<file path="src/common/mips_cfg.svh">
// width and size settings for the decode stage, pulled in with `include where needed
`ifndef MIPS_CFG_SVH
`define MIPS_CFG_SVH

// data path and address width
`define MIPS_XLEN 32

// register bank depth
`define MIPS_NREG 32

// bits needed to name one register
`define MIPS_RADDR 5

`endif
</file>
<file path="src/common/mips_pkg.sv">
// shared MIPS decode types, referenced by scoped name from the decode RTL and testbench
package mips_pkg;

	// primary opcode field, instr[31:26]
	typedef enum logic [5:0] {
		OP_RTYPE = 6'h00,
		OP_J     = 6'h02,
		OP_JAL   = 6'h03,
		OP_BEQ   = 6'h04,
		OP_BNE   = 6'h05,
		OP_ADDI  = 6'h08,
		OP_ADDIU = 6'h09,
		OP_SLTI  = 6'h0a,
		OP_ANDI  = 6'h0c,
		OP_ORI   = 6'h0d,
		OP_XORI  = 6'h0e,
		OP_LUI   = 6'h0f,
		OP_LB    = 6'h20,
		OP_LH    = 6'h21,
		OP_LW    = 6'h23,
		OP_SW    = 6'h2b
	} opcode_e;

	// function field of R-type, instr[5:0]
	typedef enum logic [5:0] {
		F_JR   = 6'h08,
		F_JALR = 6'h09,
		F_ADD  = 6'h20,
		F_ADDU = 6'h21,
		F_SUB  = 6'h22,
		F_SUBU = 6'h23,
		F_AND  = 6'h24,
		F_OR   = 6'h25,
		F_XOR  = 6'h26,
		F_NOR  = 6'h27,
		F_SLT  = 6'h2a,
		F_SLTU = 6'h2b
	} funct_e;

	typedef enum logic [5:0] {
		ALU_ADD, ALU_ADDU, ALU_SUB, ALU_SUBU, ALU_AND, ALU_OR,
		ALU_XOR, ALU_NOR, ALU_SLT, ALU_SLTU, ALU_LUI
	} alu_op_e;

	typedef enum logic [1:0] {JMP_NONE, JMP_TARGET, JMP_REG} jump_e;
	typedef enum logic [1:0] {BR_NONE, BR_EQ, BR_NE} branch_e;
	typedef enum logic [1:0] {LD_WORD, LD_HALF, LD_BYTE} load_e;

	// operand source picked by the execute stage
	typedef enum logic [2:0] {FWD_NONE, FWD_EX_ALU, FWD_MEM_ALU, FWD_MEM_LOAD} fwd_e;

endpackage

</file>
<file path="src/hw/decode/decode_stage.sv">
// MIPS decode stage top, joins register bank, decoders, forwarding and the ID/EX register
`include "mips_cfg.svh"

module decode_stage (
	input  logic                   i_clk,
	input  logic                   i_nrst,
	input  logic [`MIPS_XLEN-1:0]  i_instr,
	input  logic [`MIPS_XLEN-1:0]  i_pc4,
	input  logic                   i_wb_we,
	input  logic [`MIPS_RADDR-1:0] i_wb_addr,
	input  logic [`MIPS_XLEN-1:0]  i_wb_data,
	input  logic [`MIPS_RADDR-1:0] i_ex_rd,
	input  logic                   i_ex_regwrite,
	input  logic [`MIPS_XLEN-1:0]  i_ex_alures,
	input  logic [`MIPS_RADDR-1:0] i_mem_rd,
	input  logic                   i_mem_regwrite,
	input  logic                   i_mem_memread,
	output logic                   o_branch_taken,
	output mips_pkg::jump_e        o_jump_sel,
	output logic [`MIPS_XLEN-1:0]  o_branch_target,
	output logic [`MIPS_XLEN-1:0]  o_jump_target,
	output logic [`MIPS_XLEN-1:0]  o_rs_data,
	output logic [`MIPS_XLEN-1:0]  o_rt_data,
	output logic [`MIPS_RADDR-1:0] o_rd_addr,
	output logic [`MIPS_RADDR-1:0] o_rt_addr,
	output logic [`MIPS_XLEN-1:0]  o_pc4,
	output logic [`MIPS_XLEN-1:0]  o_imm,
	output mips_pkg::alu_op_e      o_alu_op,
	output logic                   o_alu_src,
	output logic                   o_reg_dst,
	output logic                   o_mem_read,
	output logic                   o_mem_write,
	output mips_pkg::load_e        o_load_width,
	output logic                   o_mem_to_reg,
	output logic                   o_reg_write,
	output logic                   o_link,
	output mips_pkg::fwd_e         o_fwd_a,
	output mips_pkg::fwd_e         o_fwd_b
);

	// ================================================
	// instruction fields
	// ================================================
	mips_pkg::opcode_e     opcode;
	mips_pkg::funct_e      funct;
	logic [`MIPS_RADDR-1:0] rs_addr;
	logic [`MIPS_RADDR-1:0] rt_addr;

	assign opcode  = mips_pkg::opcode_e'(i_instr[31:26]);
	assign funct   = mips_pkg::funct_e'(i_instr[5:0]);
	assign rs_addr = i_instr[25:21];
	assign rt_addr = i_instr[20:16];

	// read data and decoded control into the pipeline register
	logic [`MIPS_XLEN-1:0] rs_data;
	logic [`MIPS_XLEN-1:0] rt_data;
	mips_pkg::alu_op_e     alu_op;
	mips_pkg::load_e       load_width;
	mips_pkg::fwd_e        fwd_a;
	mips_pkg::fwd_e        fwd_b;
	logic alu_src, reg_dst, mem_read, mem_write;
	logic mem_to_reg, reg_write, link, sign_ext, cmp_fwd;

	// ================================================
	// submodules
	// ================================================
	id_regfile u_regfile (
		.i_clk(i_clk), .i_nrst(i_nrst),
		.i_rs_addr(rs_addr), .i_rt_addr(rt_addr),
		.i_we(i_wb_we), .i_wd_addr(i_wb_addr), .i_wd_data(i_wb_data),
		.o_rs_data(rs_data), .o_rt_data(rt_data)
	);

	id_main_ctrl u_main_ctrl (
		.i_opcode(opcode), .i_funct(funct),
		.o_alu_op(alu_op), .o_alu_src(alu_src), .o_reg_dst(reg_dst),
		.o_mem_read(mem_read), .o_mem_write(mem_write), .o_load_width(load_width),
		.o_mem_to_reg(mem_to_reg), .o_reg_write(reg_write), .o_link(link),
		.o_sign_ext(sign_ext)
	);

	id_forward_unit u_forward (
		.i_rs_addr(rs_addr), .i_rt_addr(rt_addr),
		.i_ex_rd(i_ex_rd), .i_ex_regwrite(i_ex_regwrite),
		.i_mem_rd(i_mem_rd), .i_mem_regwrite(i_mem_regwrite), .i_mem_memread(i_mem_memread),
		.o_fwd_a(fwd_a), .o_fwd_b(fwd_b), .o_cmp_fwd(cmp_fwd)
	);

	// early outputs go straight to the fetch side
	id_branch_unit u_branch (
		.i_opcode(opcode), .i_funct(funct), .i_pc4(i_pc4),
		.i_imm(i_instr[15:0]), .i_index(i_instr[25:0]),
		.i_rs_data(rs_data), .i_rt_data(rt_data),
		.i_ex_alures(i_ex_alures), .i_cmp_fwd(cmp_fwd),
		.o_branch_taken(o_branch_taken), .o_jump_sel(o_jump_sel),
		.o_branch_target(o_branch_target), .o_jump_target(o_jump_target)
	);

	id_ex_reg u_id_ex (
		.i_clk(i_clk), .i_nrst(i_nrst),
		.i_rs_data(rs_data), .i_rt_data(rt_data),
		.i_rd_addr(i_instr[15:11]), .i_rt_addr(rt_addr), .i_pc4(i_pc4),
		.i_imm(i_instr[15:0]), .i_sign_ext(sign_ext),
		.i_alu_op(alu_op), .i_alu_src(alu_src), .i_reg_dst(reg_dst),
		.i_mem_read(mem_read), .i_mem_write(mem_write), .i_load_width(load_width),
		.i_mem_to_reg(mem_to_reg), .i_reg_write(reg_write), .i_link(link),
		.i_fwd_a(fwd_a), .i_fwd_b(fwd_b),
		.o_rs_data(o_rs_data), .o_rt_data(o_rt_data),
		.o_rd_addr(o_rd_addr), .o_rt_addr(o_rt_addr), .o_pc4(o_pc4), .o_imm(o_imm),
		.o_alu_op(o_alu_op), .o_alu_src(o_alu_src), .o_reg_dst(o_reg_dst),
		.o_mem_read(o_mem_read), .o_mem_write(o_mem_write), .o_load_width(o_load_width),
		.o_mem_to_reg(o_mem_to_reg), .o_reg_write(o_reg_write), .o_link(o_link),
		.o_fwd_a(o_fwd_a), .o_fwd_b(o_fwd_b)
	);

endmodule

</file>
<file path="src/hw/decode/id_ex_reg.sv">
// ID/EX pipeline register, extends the immediate and holds one decoded instruction for execute
`include "mips_cfg.svh"

module id_ex_reg (
	input  logic                   i_clk,
	input  logic                   i_nrst,
	input  logic [`MIPS_XLEN-1:0]  i_rs_data,
	input  logic [`MIPS_XLEN-1:0]  i_rt_data,
	input  logic [`MIPS_RADDR-1:0] i_rd_addr,
	input  logic [`MIPS_RADDR-1:0] i_rt_addr,
	input  logic [`MIPS_XLEN-1:0]  i_pc4,
	input  logic [15:0]            i_imm,
	input  logic                   i_sign_ext,
	input  mips_pkg::alu_op_e      i_alu_op,
	input  logic                   i_alu_src,
	input  logic                   i_reg_dst,
	input  logic                   i_mem_read,
	input  logic                   i_mem_write,
	input  mips_pkg::load_e        i_load_width,
	input  logic                   i_mem_to_reg,
	input  logic                   i_reg_write,
	input  logic                   i_link,
	input  mips_pkg::fwd_e         i_fwd_a,
	input  mips_pkg::fwd_e         i_fwd_b,
	output logic [`MIPS_XLEN-1:0]  o_rs_data,
	output logic [`MIPS_XLEN-1:0]  o_rt_data,
	output logic [`MIPS_RADDR-1:0] o_rd_addr,
	output logic [`MIPS_RADDR-1:0] o_rt_addr,
	output logic [`MIPS_XLEN-1:0]  o_pc4,
	output logic [`MIPS_XLEN-1:0]  o_imm,
	output mips_pkg::alu_op_e      o_alu_op,
	output logic                   o_alu_src,
	output logic                   o_reg_dst,
	output logic                   o_mem_read,
	output logic                   o_mem_write,
	output mips_pkg::load_e        o_load_width,
	output logic                   o_mem_to_reg,
	output logic                   o_reg_write,
	output logic                   o_link,
	output mips_pkg::fwd_e         o_fwd_a,
	output mips_pkg::fwd_e         o_fwd_b
);

	logic [`MIPS_XLEN-1:0] imm_ext;

	assign imm_ext = i_sign_ext ? {{(`MIPS_XLEN-16){i_imm[15]}}, i_imm} :
		{{(`MIPS_XLEN-16){1'b0}}, i_imm};

	always_ff @(posedge i_clk or negedge i_nrst) begin
		if (!i_nrst) begin
			// bubble: no access, no write, no forwarding
			o_rs_data    <= '0;
			o_rt_data    <= '0;
			o_rd_addr    <= '0;
			o_rt_addr    <= '0;
			o_pc4        <= '0;
			o_imm        <= '0;
			o_alu_op     <= mips_pkg::ALU_ADD;
			o_alu_src    <= 1'b0;
			o_reg_dst    <= 1'b0;
			o_mem_read   <= 1'b0;
			o_mem_write  <= 1'b0;
			o_load_width <= mips_pkg::LD_WORD;
			o_mem_to_reg <= 1'b0;
			o_reg_write  <= 1'b0;
			o_link       <= 1'b0;
			o_fwd_a      <= mips_pkg::FWD_NONE;
			o_fwd_b      <= mips_pkg::FWD_NONE;
		end else begin
			o_rs_data    <= i_rs_data;
			o_rt_data    <= i_rt_data;
			o_rd_addr    <= i_rd_addr;
			o_rt_addr    <= i_rt_addr;
			o_pc4        <= i_pc4;
			o_imm        <= imm_ext;
			o_alu_op     <= i_alu_op;
			o_alu_src    <= i_alu_src;
			o_reg_dst    <= i_reg_dst;
			o_mem_read   <= i_mem_read;
			o_mem_write  <= i_mem_write;
			o_load_width <= i_load_width;
			o_mem_to_reg <= i_mem_to_reg;
			o_reg_write  <= i_reg_write;
			o_link       <= i_link;
			o_fwd_a      <= i_fwd_a;
			o_fwd_b      <= i_fwd_b;
		end
	end

endmodule

</file>
<file path="src/hw/decode/id_forward_unit.sv">
// operand forwarding selects for execute and the rs forwarding choice of the branch compare
`include "mips_cfg.svh"

module id_forward_unit (
	input  logic [`MIPS_RADDR-1:0] i_rs_addr,
	input  logic [`MIPS_RADDR-1:0] i_rt_addr,
	input  logic [`MIPS_RADDR-1:0] i_ex_rd,
	input  logic                   i_ex_regwrite,
	input  logic [`MIPS_RADDR-1:0] i_mem_rd,
	input  logic                   i_mem_regwrite,
	input  logic                   i_mem_memread,
	output mips_pkg::fwd_e         o_fwd_a,
	output mips_pkg::fwd_e         o_fwd_b,
	output logic                   o_cmp_fwd
);

	// priority: execute result, then memory stage, register 0 never
	function automatic mips_pkg::fwd_e fwd_select(input logic [`MIPS_RADDR-1:0] src);
		mips_pkg::fwd_e sel;
		sel = mips_pkg::FWD_NONE;
		if (src != '0) begin
			if (i_ex_regwrite && src == i_ex_rd) begin
				sel = mips_pkg::FWD_EX_ALU;
			end else if (i_mem_regwrite && src == i_mem_rd) begin
				sel = i_mem_memread ? mips_pkg::FWD_MEM_LOAD : mips_pkg::FWD_MEM_ALU;
			end
		end
		return sel;
	endfunction

	always_comb begin
		o_fwd_a = fwd_select(i_rs_addr);
		o_fwd_b = fwd_select(i_rt_addr);
	end

	// only the execute ALU result can reach the compare in time
	assign o_cmp_fwd = (i_rs_addr != '0) && i_ex_regwrite && (i_rs_addr == i_ex_rd);

endmodule

</file>
<file path="src/hw/decode/id_branch_unit.sv">
// early branch and jump resolution in decode, compares operands and forms both targets
`include "mips_cfg.svh"

module id_branch_unit (
	input  mips_pkg::opcode_e     i_opcode,
	input  mips_pkg::funct_e      i_funct,
	input  logic [`MIPS_XLEN-1:0] i_pc4,
	input  logic [15:0]           i_imm,
	input  logic [25:0]           i_index,
	input  logic [`MIPS_XLEN-1:0] i_rs_data,
	input  logic [`MIPS_XLEN-1:0] i_rt_data,
	input  logic [`MIPS_XLEN-1:0] i_ex_alures,
	input  logic                  i_cmp_fwd,
	output logic                  o_branch_taken,
	output mips_pkg::jump_e       o_jump_sel,
	output logic [`MIPS_XLEN-1:0] o_branch_target,
	output logic [`MIPS_XLEN-1:0] o_jump_target
);

	mips_pkg::branch_e     br_cond;
	logic [`MIPS_XLEN-1:0] cmp_rs;
	logic [`MIPS_XLEN-1:0] br_offset;
	logic                  ops_equal;

	// branch and jump kind
	always_comb begin
		br_cond    = mips_pkg::BR_NONE;
		o_jump_sel = mips_pkg::JMP_NONE;
		case (i_opcode)
			mips_pkg::OP_BEQ: br_cond = mips_pkg::BR_EQ;
			mips_pkg::OP_BNE: br_cond = mips_pkg::BR_NE;
			mips_pkg::OP_J, mips_pkg::OP_JAL: o_jump_sel = mips_pkg::JMP_TARGET;
			mips_pkg::OP_RTYPE: begin
				if (i_funct == mips_pkg::F_JR || i_funct == mips_pkg::F_JALR) begin
					o_jump_sel = mips_pkg::JMP_REG;
				end
			end
			default: begin
			end
		endcase
	end

	// rs may still be in flight in execute
	assign cmp_rs    = i_cmp_fwd ? i_ex_alures : i_rs_data;
	assign ops_equal = (cmp_rs == i_rt_data);

	always_comb begin
		case (br_cond)
			mips_pkg::BR_EQ: o_branch_taken = ops_equal;
			mips_pkg::BR_NE: o_branch_taken = !ops_equal;
			default:         o_branch_taken = 1'b0;
		endcase
	end

	// word offset, sign-extended
	assign br_offset       = {{(`MIPS_XLEN-18){i_imm[15]}}, i_imm, 2'b00};
	assign o_branch_target = i_pc4 + br_offset;

	// region jump keeps the top nibble of pc4
	assign o_jump_target = (o_jump_sel == mips_pkg::JMP_REG) ? cmp_rs :
		{i_pc4[`MIPS_XLEN-1 -: 4], i_index, 2'b00};

endmodule

</file>
<file path="src/hw/decode/id_main_ctrl.sv">
// main control decoder, turns opcode and function code into execute, memory and writeback control
module id_main_ctrl (
	input  mips_pkg::opcode_e i_opcode,
	input  mips_pkg::funct_e  i_funct,
	output mips_pkg::alu_op_e o_alu_op,
	output logic              o_alu_src,
	output logic              o_reg_dst,
	output logic              o_mem_read,
	output logic              o_mem_write,
	output mips_pkg::load_e   o_load_width,
	output logic              o_mem_to_reg,
	output logic              o_reg_write,
	output logic              o_link,
	output logic              o_sign_ext
);

	always_comb begin
		// inactive defaults, also what an unknown opcode gets
		o_alu_op     = mips_pkg::ALU_ADD;
		o_alu_src    = 1'b0;
		o_reg_dst    = 1'b0;
		o_mem_read   = 1'b0;
		o_mem_write  = 1'b0;
		o_load_width = mips_pkg::LD_WORD;
		o_mem_to_reg = 1'b0;
		o_reg_write  = 1'b0;
		o_link       = 1'b0;
		o_sign_ext   = 1'b1;

		case (i_opcode)
			// ================================================
			// register-register group
			// ================================================
			mips_pkg::OP_RTYPE: begin
				o_reg_dst   = 1'b1;
				o_reg_write = 1'b1;
				case (i_funct)
					mips_pkg::F_ADD:  o_alu_op = mips_pkg::ALU_ADD;
					mips_pkg::F_ADDU: o_alu_op = mips_pkg::ALU_ADDU;
					mips_pkg::F_SUB:  o_alu_op = mips_pkg::ALU_SUB;
					mips_pkg::F_SUBU: o_alu_op = mips_pkg::ALU_SUBU;
					mips_pkg::F_AND:  o_alu_op = mips_pkg::ALU_AND;
					mips_pkg::F_OR:   o_alu_op = mips_pkg::ALU_OR;
					mips_pkg::F_XOR:  o_alu_op = mips_pkg::ALU_XOR;
					mips_pkg::F_NOR:  o_alu_op = mips_pkg::ALU_NOR;
					mips_pkg::F_SLT:  o_alu_op = mips_pkg::ALU_SLT;
					mips_pkg::F_SLTU: o_alu_op = mips_pkg::ALU_SLTU;
					// jr only redirects the PC
					mips_pkg::F_JR:   o_reg_write = 1'b0;
					// jalr writes the return address into rd
					mips_pkg::F_JALR: o_link = 1'b1;
					default: begin
						o_reg_dst   = 1'b0;
						o_reg_write = 1'b0;
					end
				endcase
			end

			// ================================================
			// immediate group
			// ================================================
			mips_pkg::OP_ADDI, mips_pkg::OP_ADDIU, mips_pkg::OP_SLTI, mips_pkg::OP_LUI,
			mips_pkg::OP_ANDI, mips_pkg::OP_ORI, mips_pkg::OP_XORI: begin
				o_alu_src   = 1'b1;
				o_reg_write = 1'b1;
				case (i_opcode)
					mips_pkg::OP_ADDIU: o_alu_op = mips_pkg::ALU_ADDU;
					mips_pkg::OP_SLTI:  o_alu_op = mips_pkg::ALU_SLT;
					mips_pkg::OP_LUI:   o_alu_op = mips_pkg::ALU_LUI;
					mips_pkg::OP_ANDI:  o_alu_op = mips_pkg::ALU_AND;
					mips_pkg::OP_ORI:   o_alu_op = mips_pkg::ALU_OR;
					mips_pkg::OP_XORI:  o_alu_op = mips_pkg::ALU_XOR;
					default:            o_alu_op = mips_pkg::ALU_ADD;
				endcase
				// logical immediates are zero-extended
				o_sign_ext = !(i_opcode inside {mips_pkg::OP_ANDI, mips_pkg::OP_ORI,
					mips_pkg::OP_XORI});
			end

			// loads and stores, address is rs plus offset
			mips_pkg::OP_LW, mips_pkg::OP_LH, mips_pkg::OP_LB: begin
				o_alu_src    = 1'b1;
				o_mem_read   = 1'b1;
				o_mem_to_reg = 1'b1;
				o_reg_write  = 1'b1;
				if (i_opcode == mips_pkg::OP_LH) begin
					o_load_width = mips_pkg::LD_HALF;
				end else if (i_opcode == mips_pkg::OP_LB) begin
					o_load_width = mips_pkg::LD_BYTE;
				end
			end
			mips_pkg::OP_SW: begin
				o_alu_src   = 1'b1;
				o_mem_write = 1'b1;
			end

			// return address goes to the link register
			mips_pkg::OP_JAL: begin
				o_link      = 1'b1;
				o_reg_write = 1'b1;
			end
			default: begin
			end
		endcase
	end

endmodule

</file>
<file path="src/hw/decode/id_regfile.sv">
// 32-entry register bank of the decode stage, two read ports with write-through, one write port
`include "mips_cfg.svh"

module id_regfile (
	input  logic                   i_clk,
	input  logic                   i_nrst,
	input  logic [`MIPS_RADDR-1:0] i_rs_addr,
	input  logic [`MIPS_RADDR-1:0] i_rt_addr,
	input  logic                   i_we,
	input  logic [`MIPS_RADDR-1:0] i_wd_addr,
	input  logic [`MIPS_XLEN-1:0]  i_wd_data,
	output logic [`MIPS_XLEN-1:0]  o_rs_data,
	output logic [`MIPS_XLEN-1:0]  o_rt_data
);

	logic [`MIPS_XLEN-1:0] regs [`MIPS_NREG];
	logic                  wr_en;

	// register 0 is hardwired, so writes to it are dropped
	assign wr_en = i_we && (i_wd_addr != '0);

	always_ff @(posedge i_clk or negedge i_nrst) begin
		if (!i_nrst) begin
			for (int i = 0; i < `MIPS_NREG; i++) begin
				regs[i] <= '0;
			end
		end else if (wr_en) begin
			regs[i_wd_addr] <= i_wd_data;
		end
	end

	// write-through: a pending write wins over the stored value
	assign o_rs_data = (wr_en && i_wd_addr == i_rs_addr) ? i_wd_data : regs[i_rs_addr];
	assign o_rt_data = (wr_en && i_wd_addr == i_rt_addr) ? i_wd_data : regs[i_rt_addr];

endmodule

</file>
<file path="config.mk">
export PLATFORM = sky130hd
export DESIGN_NAME = decode_stage
export DESIGN_NICKNAME = d
export VERILOG_FILES = /design/src/common/mips_pkg.sv /design/src/hw/decode/decode_stage.sv /design/src/hw/decode/id_ex_reg.sv /design/src/hw/decode/id_forward_unit.sv /design/src/hw/decode/id_branch_unit.sv /design/src/hw/decode/id_main_ctrl.sv /design/src/hw/decode/id_regfile.sv
export VERILOG_INCLUDE_DIRS = /design/src /design/src/common
export SDC_FILE = /design/constraint.sdc
export NUM_CORES = 2
export LEC_CHECK = 0
export BUFFER_PORTS_ARGS = -buffer_cell sky130_fd_sc_hd__buf_2
export CAP_MARGIN = 20
export CORE_ASPECT_RATIO = 1.2
export CORE_MARGIN = 2
export CORE_UTILIZATION = 60
export DETAILED_ROUTE_END_ITERATION = 10
export PLACE_DENSITY_LB_ADDON = 0.08
export SYNTH_ARGS = -nofsm -noshare
export SYNTH_HDL_FRONTEND = slang
export SYNTH_SLANG_ARGS = --single-unit
</file>
<file path="constraint.sdc">
create_clock -name i_clk -period 8.5 [get_ports i_clk]
set_input_delay 1.7 -clock i_clk [delete_from_list [all_inputs] [get_ports i_clk]]
set_output_delay 1.7 -clock i_clk [all_outputs]
set_load 0.1 [all_outputs]
</file>
* Word level (Yosys, flattened, before mapping)
Index checks and enable logic that the tools add are counted.
** Word-level totals
- Flip-flop bits (word level) :: 1182
- Latch bits :: 0
- Memory bits (writable) :: 0
- ROM bits :: 0
- Output and inout bits :: 226
- Logic and storage cells :: 159
- Memories :: 0
** Operators by class
- Add/sub/neg operators :: 1
- $mul :: 0
- Div/mod/pow operators :: 0
- Order comparisons :: 4
- Equality and inequality tests :: 37
- Shift-type cells :: 0
- Muxes and demuxes :: 41
- Bitwise gates (word level) :: 3
- Reductions and logical operators :: 25
** Operator list (number)
- 1024-bit bitwise mux :: 1
- 32-bit binary-select mux with 5-bit select :: 2
- 32-bit 2-to-1 mux :: 10
- 32-bit demux with 5-bit select :: 1
- 6-bit == test (second input constant) :: 14
- 6-bit by 4-bit == test with 1-bit output (second input constant) :: 9
- 4-bit case mux with 9 select lines :: 1
- 11-bit OR reduction :: 3
- 32-bit adder :: 1
- 32-bit == test :: 1
- 5-bit == test :: 6
- 4-bit case mux with 6 select lines :: 1
- 6-bit greater-or-equal comparator (second input constant) :: 3
- 3-bit 2-to-1 mux :: 6
- 5-bit NOT with 6-bit output :: 3
- 5-bit nonzero test :: 3
- 6-bit by 2-bit == test with 1-bit output (second input constant) :: 2
- 6-bit by 3-bit == test with 1-bit output (second input constant) :: 2
- 6-bit case mux with 2 select lines :: 1
- 12-bit OR reduction :: 1
- 1-bit logical AND :: 10
- 1-bit 2-to-1 mux :: 9
- 2-bit 2-to-1 mux :: 4
- 2-bit case mux with 2 select lines :: 2
- 11 further kinds :: 15

* Depth between registers and ports, before layout
- Depth in word-level cells :: 9
- Gate-level depth with buffers :: 18
- Mapped depth without buffers :: 12

* By module
From an unflattened synthesis, not the netlist that was laid out.
** Second synthesis, totals
- Cells, all modules :: 4158
- Area total of the unflattened synthesis :: 60611.9 um^2
** By module, submodules not included
- id_regfile :: instances 1, cells an instance 3483, area each 53445.0 um^2, sequential area each 25624.6 um^2
- id_ex_reg :: instances 1, cells an instance 160, area each 3722.3 um^2, sequential area each 3603.5 um^2
- id_branch_unit :: instances 1, cells an instance 417, area each 2782.7 um^2, sequential area each 0.0 um^2
- id_main_ctrl :: instances 1, cells an instance 54, area each 344.1 um^2, sequential area each 0.0 um^2
- id_forward_unit :: instances 1, cells an instance 44, area each 317.8 um^2, sequential area each 0.0 um^2

* Worst setup path before layout
No wires, ideal clock.
- Path kind :: in2out
- Start point :: input port i_instr[22]
- End point :: output port o_branch_taken
- Data arrival time :: 6.724 ns
- Required time :: 6.800 ns
- Setup slack :: 0.076 ns
- Cell stages on the path :: 16
- Path buffers :: 7
- Cells stage by stage :: buf_2 buf_2 buf_2 buf_2 buf_2 buf_2 buf_1 mux4_2 a211oi_1 a21oi_1 a221oi_1 xnor2_1 nor4_1 nand4b_1 nor4_2 mux2i_1
** On the way
- Longest elaborated chain between the ends :: 9
- Elaborated cells between the ends (all ways) :: 15
- Those cells by class :: eq/ne: 3; mux: 6; bitwise: 1; reduce/logical: 5
** Ends and longest elaborated chain
- from (decl) :: RTL line decode_stage.sv:7 : input logic [`MIPS_XLEN-1:0] i_instr,
- 5-bit NOT with 6-bit output (implied by the code) :: RTL line id_regfile.sv:33 : assign o_rs_data = (wr_en && i_wd_addr == i_rs_addr) ? i_wd_data : regs[i_rs_addr];
- 32-bit binary-select mux with 5-bit select :: RTL line id_regfile.sv:33
- 32-bit 2-to-1 mux (implied by the code) (2 in series) :: RTL line id_regfile.sv:33
- 32-bit 2-to-1 mux :: RTL line id_regfile.sv:33
- 32-bit 2-to-1 mux * :: RTL line id_branch_unit.sv:44 : assign cmp_rs = i_cmp_fwd ? i_ex_alures : i_rs_data;
- 32-bit == test * :: RTL line id_branch_unit.sv:45 : assign ops_equal = (cmp_rs == i_rt_data);
- 1-bit zero test :: RTL line id_branch_unit.sv:50 : mips_pkg::BR_NE: o_branch_taken = !ops_equal;
- 1-bit case mux with 2 select lines * :: RTL line id_branch_unit.sv:48 : case (br_cond)
- to (decl) :: RTL line decode_stage.sv:18 : output logic o_branch_taken,
Every way passes the cells marked *; elsewhere a longest branch is shown, timed or not. The select of a mux whose other input is x is not followed.

* Worst setup path in the final report
- Start point :: input port i_instr[25]
- End point :: output port o_branch_taken
** On the way
- Longest elaborated chain between the ends :: 9
- Elaborated cells between the ends (all ways) :: 15
- Those cells by class :: eq/ne: 3; mux: 6; bitwise: 1; reduce/logical: 5
** Ends and longest elaborated chain
- 5-bit NOT with 6-bit output (implied by the code) :: RTL line id_regfile.sv:33
- 32-bit binary-select mux with 5-bit select :: RTL line id_regfile.sv:33
- 32-bit 2-to-1 mux (implied by the code) (2 in series) :: RTL line id_regfile.sv:33
- 32-bit 2-to-1 mux * :: RTL line id_regfile.sv:33
- net rs_data[18] :: RTL line decode_stage.sv:55 : logic [`MIPS_XLEN-1:0] rs_data;
- 32-bit 2-to-1 mux * :: RTL line id_branch_unit.sv:44
- 32-bit == test * :: RTL line id_branch_unit.sv:45
- 1-bit zero test :: RTL line id_branch_unit.sv:50
- 1-bit case mux with 2 select lines * :: RTL line id_branch_unit.sv:48
Mark *: on every way through the listed nets, which the timed path passes. The rest lies on a longest branch. The select of a mux whose other input is x is not followed.

==> results_dict.tcl <==
set metrics [dict create \
    status "finished with violations" \
    violations "setup timing" \
    start_kind "input pin" \
    globalRouteOverflowTotal 0 \
    path_delay_family "simple AND/OR/NAND/NOR gates" \
    path_clk_slew_ns 0.06 \
    largest_reg_flops 1024 \
    peakVddDrop_mv 0.2616 \
    crit_arrival_ns 6.93 \
    dpl.hpwl_microns 128600 \
    async_flop_share 1.000 \
    rsz0062_at_grt "false" \
    fin_ws_ns -0.1336 \
    min_to "u_regfile.regs[993]" \
    path_buf_inv 4 \
    postCtsSetupBuffers 0 \
    hold_depth 0 \
    whs_ns 0.3963 \
    hold_start "u_regfile.regs[993]" \
    drtPass1Iterations 8 \
    drtAntennaViolNets 0 \
    powerDensity_nw_per_um2 248.5 \
    area.growth.synth_to_final_pct 12.06 \
    hold_viol 0 \
    drcViolationCount 0 \
    most-common-layout-cells "dfrtp_1, mux2_2, mux4_2, buf_2, nand2_1" \
    tns_ns -0.1336 \
    critPathMaxFanout 17 \
    initial_core_util 0.6034 \
    clk_latency_ns 0.74 \
    power.total_w 0.01701 \
    skew_ns 0.02386 \
    critical_path_class "in -> out" \
    vias_per_cell 7.071 \
    placed_area_sq_um 64400 \
    finalCritPeriodShare 1.016 \
    routed_wirelength_microns 209300 \
    die_x_microns 295.2 \
    grtUsageTotal 0.4057 \
    place_congestion 0.9377 \
    grt_first_pass_wirelength_microns 301700 \
    root_buffer "clkbuf_16" \
    slew_headroom 0.1768 \
    required_ns 6.80 \
    holdBufCountCts 0 \
    startpoint "i_instr[25]" \
    tritoncts "yes" \
    cp-end-kind "output port" \
    reg2reg_from "u_regfile.regs[925]" \
    netlist.area_leader.share 0.4745 \
    cts_made_buffers 119 \
    drive_above_1_share 0.4845 \
    critical_path.max_stage_delay_ns 0.78 \
    hp-class "reg -> reg" \
    ios 375 \
    cts_buffer_depth 3 \
    die_height_microns 353.5 \
    netlist_area_sq_um 61070 \
    final_common_cell "dfrtp_1" \
    critPathSlowestCell "nor4_1" \
    fin_crit_ns 8.634 \
    path_cells "buf_2 -> xor2_1 -> nor3_2 -> buf_4 -> and3_2 -> buf_4 -> o31ai_1 -> mux2i_1 -> xnor2_1 -> nor4_1 -> nand4b_1 -> nor4_2 -> mux2i_1 -> buf_12" \
    core_area_sq_um 101200 \
    fillCellCount 7312 \
    design_area_sq_um 68440 \
    synth-edff-count 0 \
    maxCapViolCount 0 \
    ys.flop_type "dfrtp_1" \
    rows 128 \
    netlist_top_cells_area "dfrtp_1, mux4_2, mux2_2" \
    worstMarginPinSlew_ns 1.222 \
    yosys_register_bits 1158 \
    reg2reg_slack_ns 6.17 \
    io_buffer_count 370 \
    final_nets 4683 \
    cts_sinks 1158 \
    seq_area_frac_synth 0.4745 \
    final_util 0.6761 \
    die_area_sq_um 104400 \
    grt_max_degree 154 \
    synth_cell_types 76 \
    num_vias 42230 \
    wl_per_cell_microns 35.03 \
    netlist_instances 4324 \
    syn_area_per_cell_sq_um 14.12 \
    cts_resized 0 \
    largest_register "u_regfile.regs" \
    grt_pass1_vias 42490 \
    ys_warn_count 0 \
    antenna_found_initial 9 \
    setup_violations 1 \
    p_leak_nw 30.36 \
    max_clock_freq_ghz 0.1158 \
    drt_iter0_drc 4767 \
    htreeDepth 3 \
    final_max_slew_viol_count 0 \
    reg2reg_depth 4 \
    r2r_end "u_id_ex.o_rt_data[29]" \
    yosysTopAreaCell "dfrtp_1" \
]
-- worst reg2reg max path, cell delays in order (launching register included) --
cell,delay [ns]
dfrtp_1,0.41
mux4_2,0.50
mux4_2,0.46
mux2i_1,0.20
o21ai_0,0.45
-- stage by stage --
step | cells | setup slack, ns
5_1_grt | 5971 | 0.04736
3_5_place_dp | 5748 | 0.08860
3_3_place_gp | 5747 | 0.1878
2_1_floorplan | 4327 | 0.07620
4_1_cts | 5968 | 0.08920
6_report | 5973 | -0.1336
-- metal layers --
metal | track usage | share of wire | up-vias
li1 | - | - | 16810
met1 | 0.5324 | 0.37 | 22210
met2 | 0.6109 | 0.46 | 2499
met3 | 0.08927 | 0.096 | 710
met4 | 0.2731 | 0.078 | 2
met5 | 0 | 0.000053 | -
-- cells by family (layout without fill, tap and decap cells) --
kind of cell             Yosys count  after routing  share of synthesized area
multiplexers                    1580           1580                     0.3797
flip-flops                      1158           1158                     0.4745
AO/OA/AOI/OAI                    522            522                    0.05716
buffers and inverters            494            770                    0.03608
AND/OR/NAND/NOR                  459            459                    0.03477
XOR/XNOR                          80             80                    0.01147
adder cells (fa/ha/maj)           30             30                   0.006269
other                              1              9                 0.00006141
-- layout make-up --
class | instances | area, sq um | share of cell area
diodes | 5 | 12.51 | 0.0001828
multi-input cells | 2675 | 30120 | 0.4401
repair buffers | 530 | 3523 | 0.05148
clock buffers | 173 | 3421 | 0.04999
well taps | 1365 | 1708 | 0.02496
clock inverters | 47 | 600.6 | 0.008776
inverters | 20 | 75.07 | 0.001097
flip-flops and latches | 1158 | 28980 | 0.4234
-- synth_stat cells (11+ instances only) --
cell / number
dfrtp_1: 1158
mux2_2: 961
mux4_2: 488
clkbuf_1: 319
nand2_1: 221
o21ai_0: 128
mux2i_1: 127
a22oi_1: 94
a21oi_1: 88
nor2_1: 87
buf_2: 64
buf_4: 53
xnor2_1: 53
o221ai_1: 35
buf_1: 29
ha_1: 29
xor2_1: 27
o22ai_1: 23
a22o_1: 22
a211oi_1: 20
inv_1: 20
nor3_1: 20
a221oi_1: 19
a21o_1: 18
nand3_1: 17
nand4_1: 15
nor2b_1: 14
and3_1: 13
o31ai_1: 13
or3_1: 11
-- how the worst max path moves through the flow --
stage / to / depth (start not counted)
finish: o_branch_taken / 14
floorplan: o_branch_taken / 16
CTS: o_branch_taken / 14
detailed placement: o_branch_taken / 14
global placement: o_branch_taken / 14
global route: o_branch_taken / 13
-- where the power goes --
group          internal [W]  leakage (nW)  total, W  switching [W]
registers           0.00651          14.8   0.00724       0.000725
logic               0.00192          13.6   0.00434        0.00242
clock network       0.00315          1.99   0.00543        0.00228
total                0.0116          30.4    0.0170        0.00543
(Power assumes the default switching activity.)
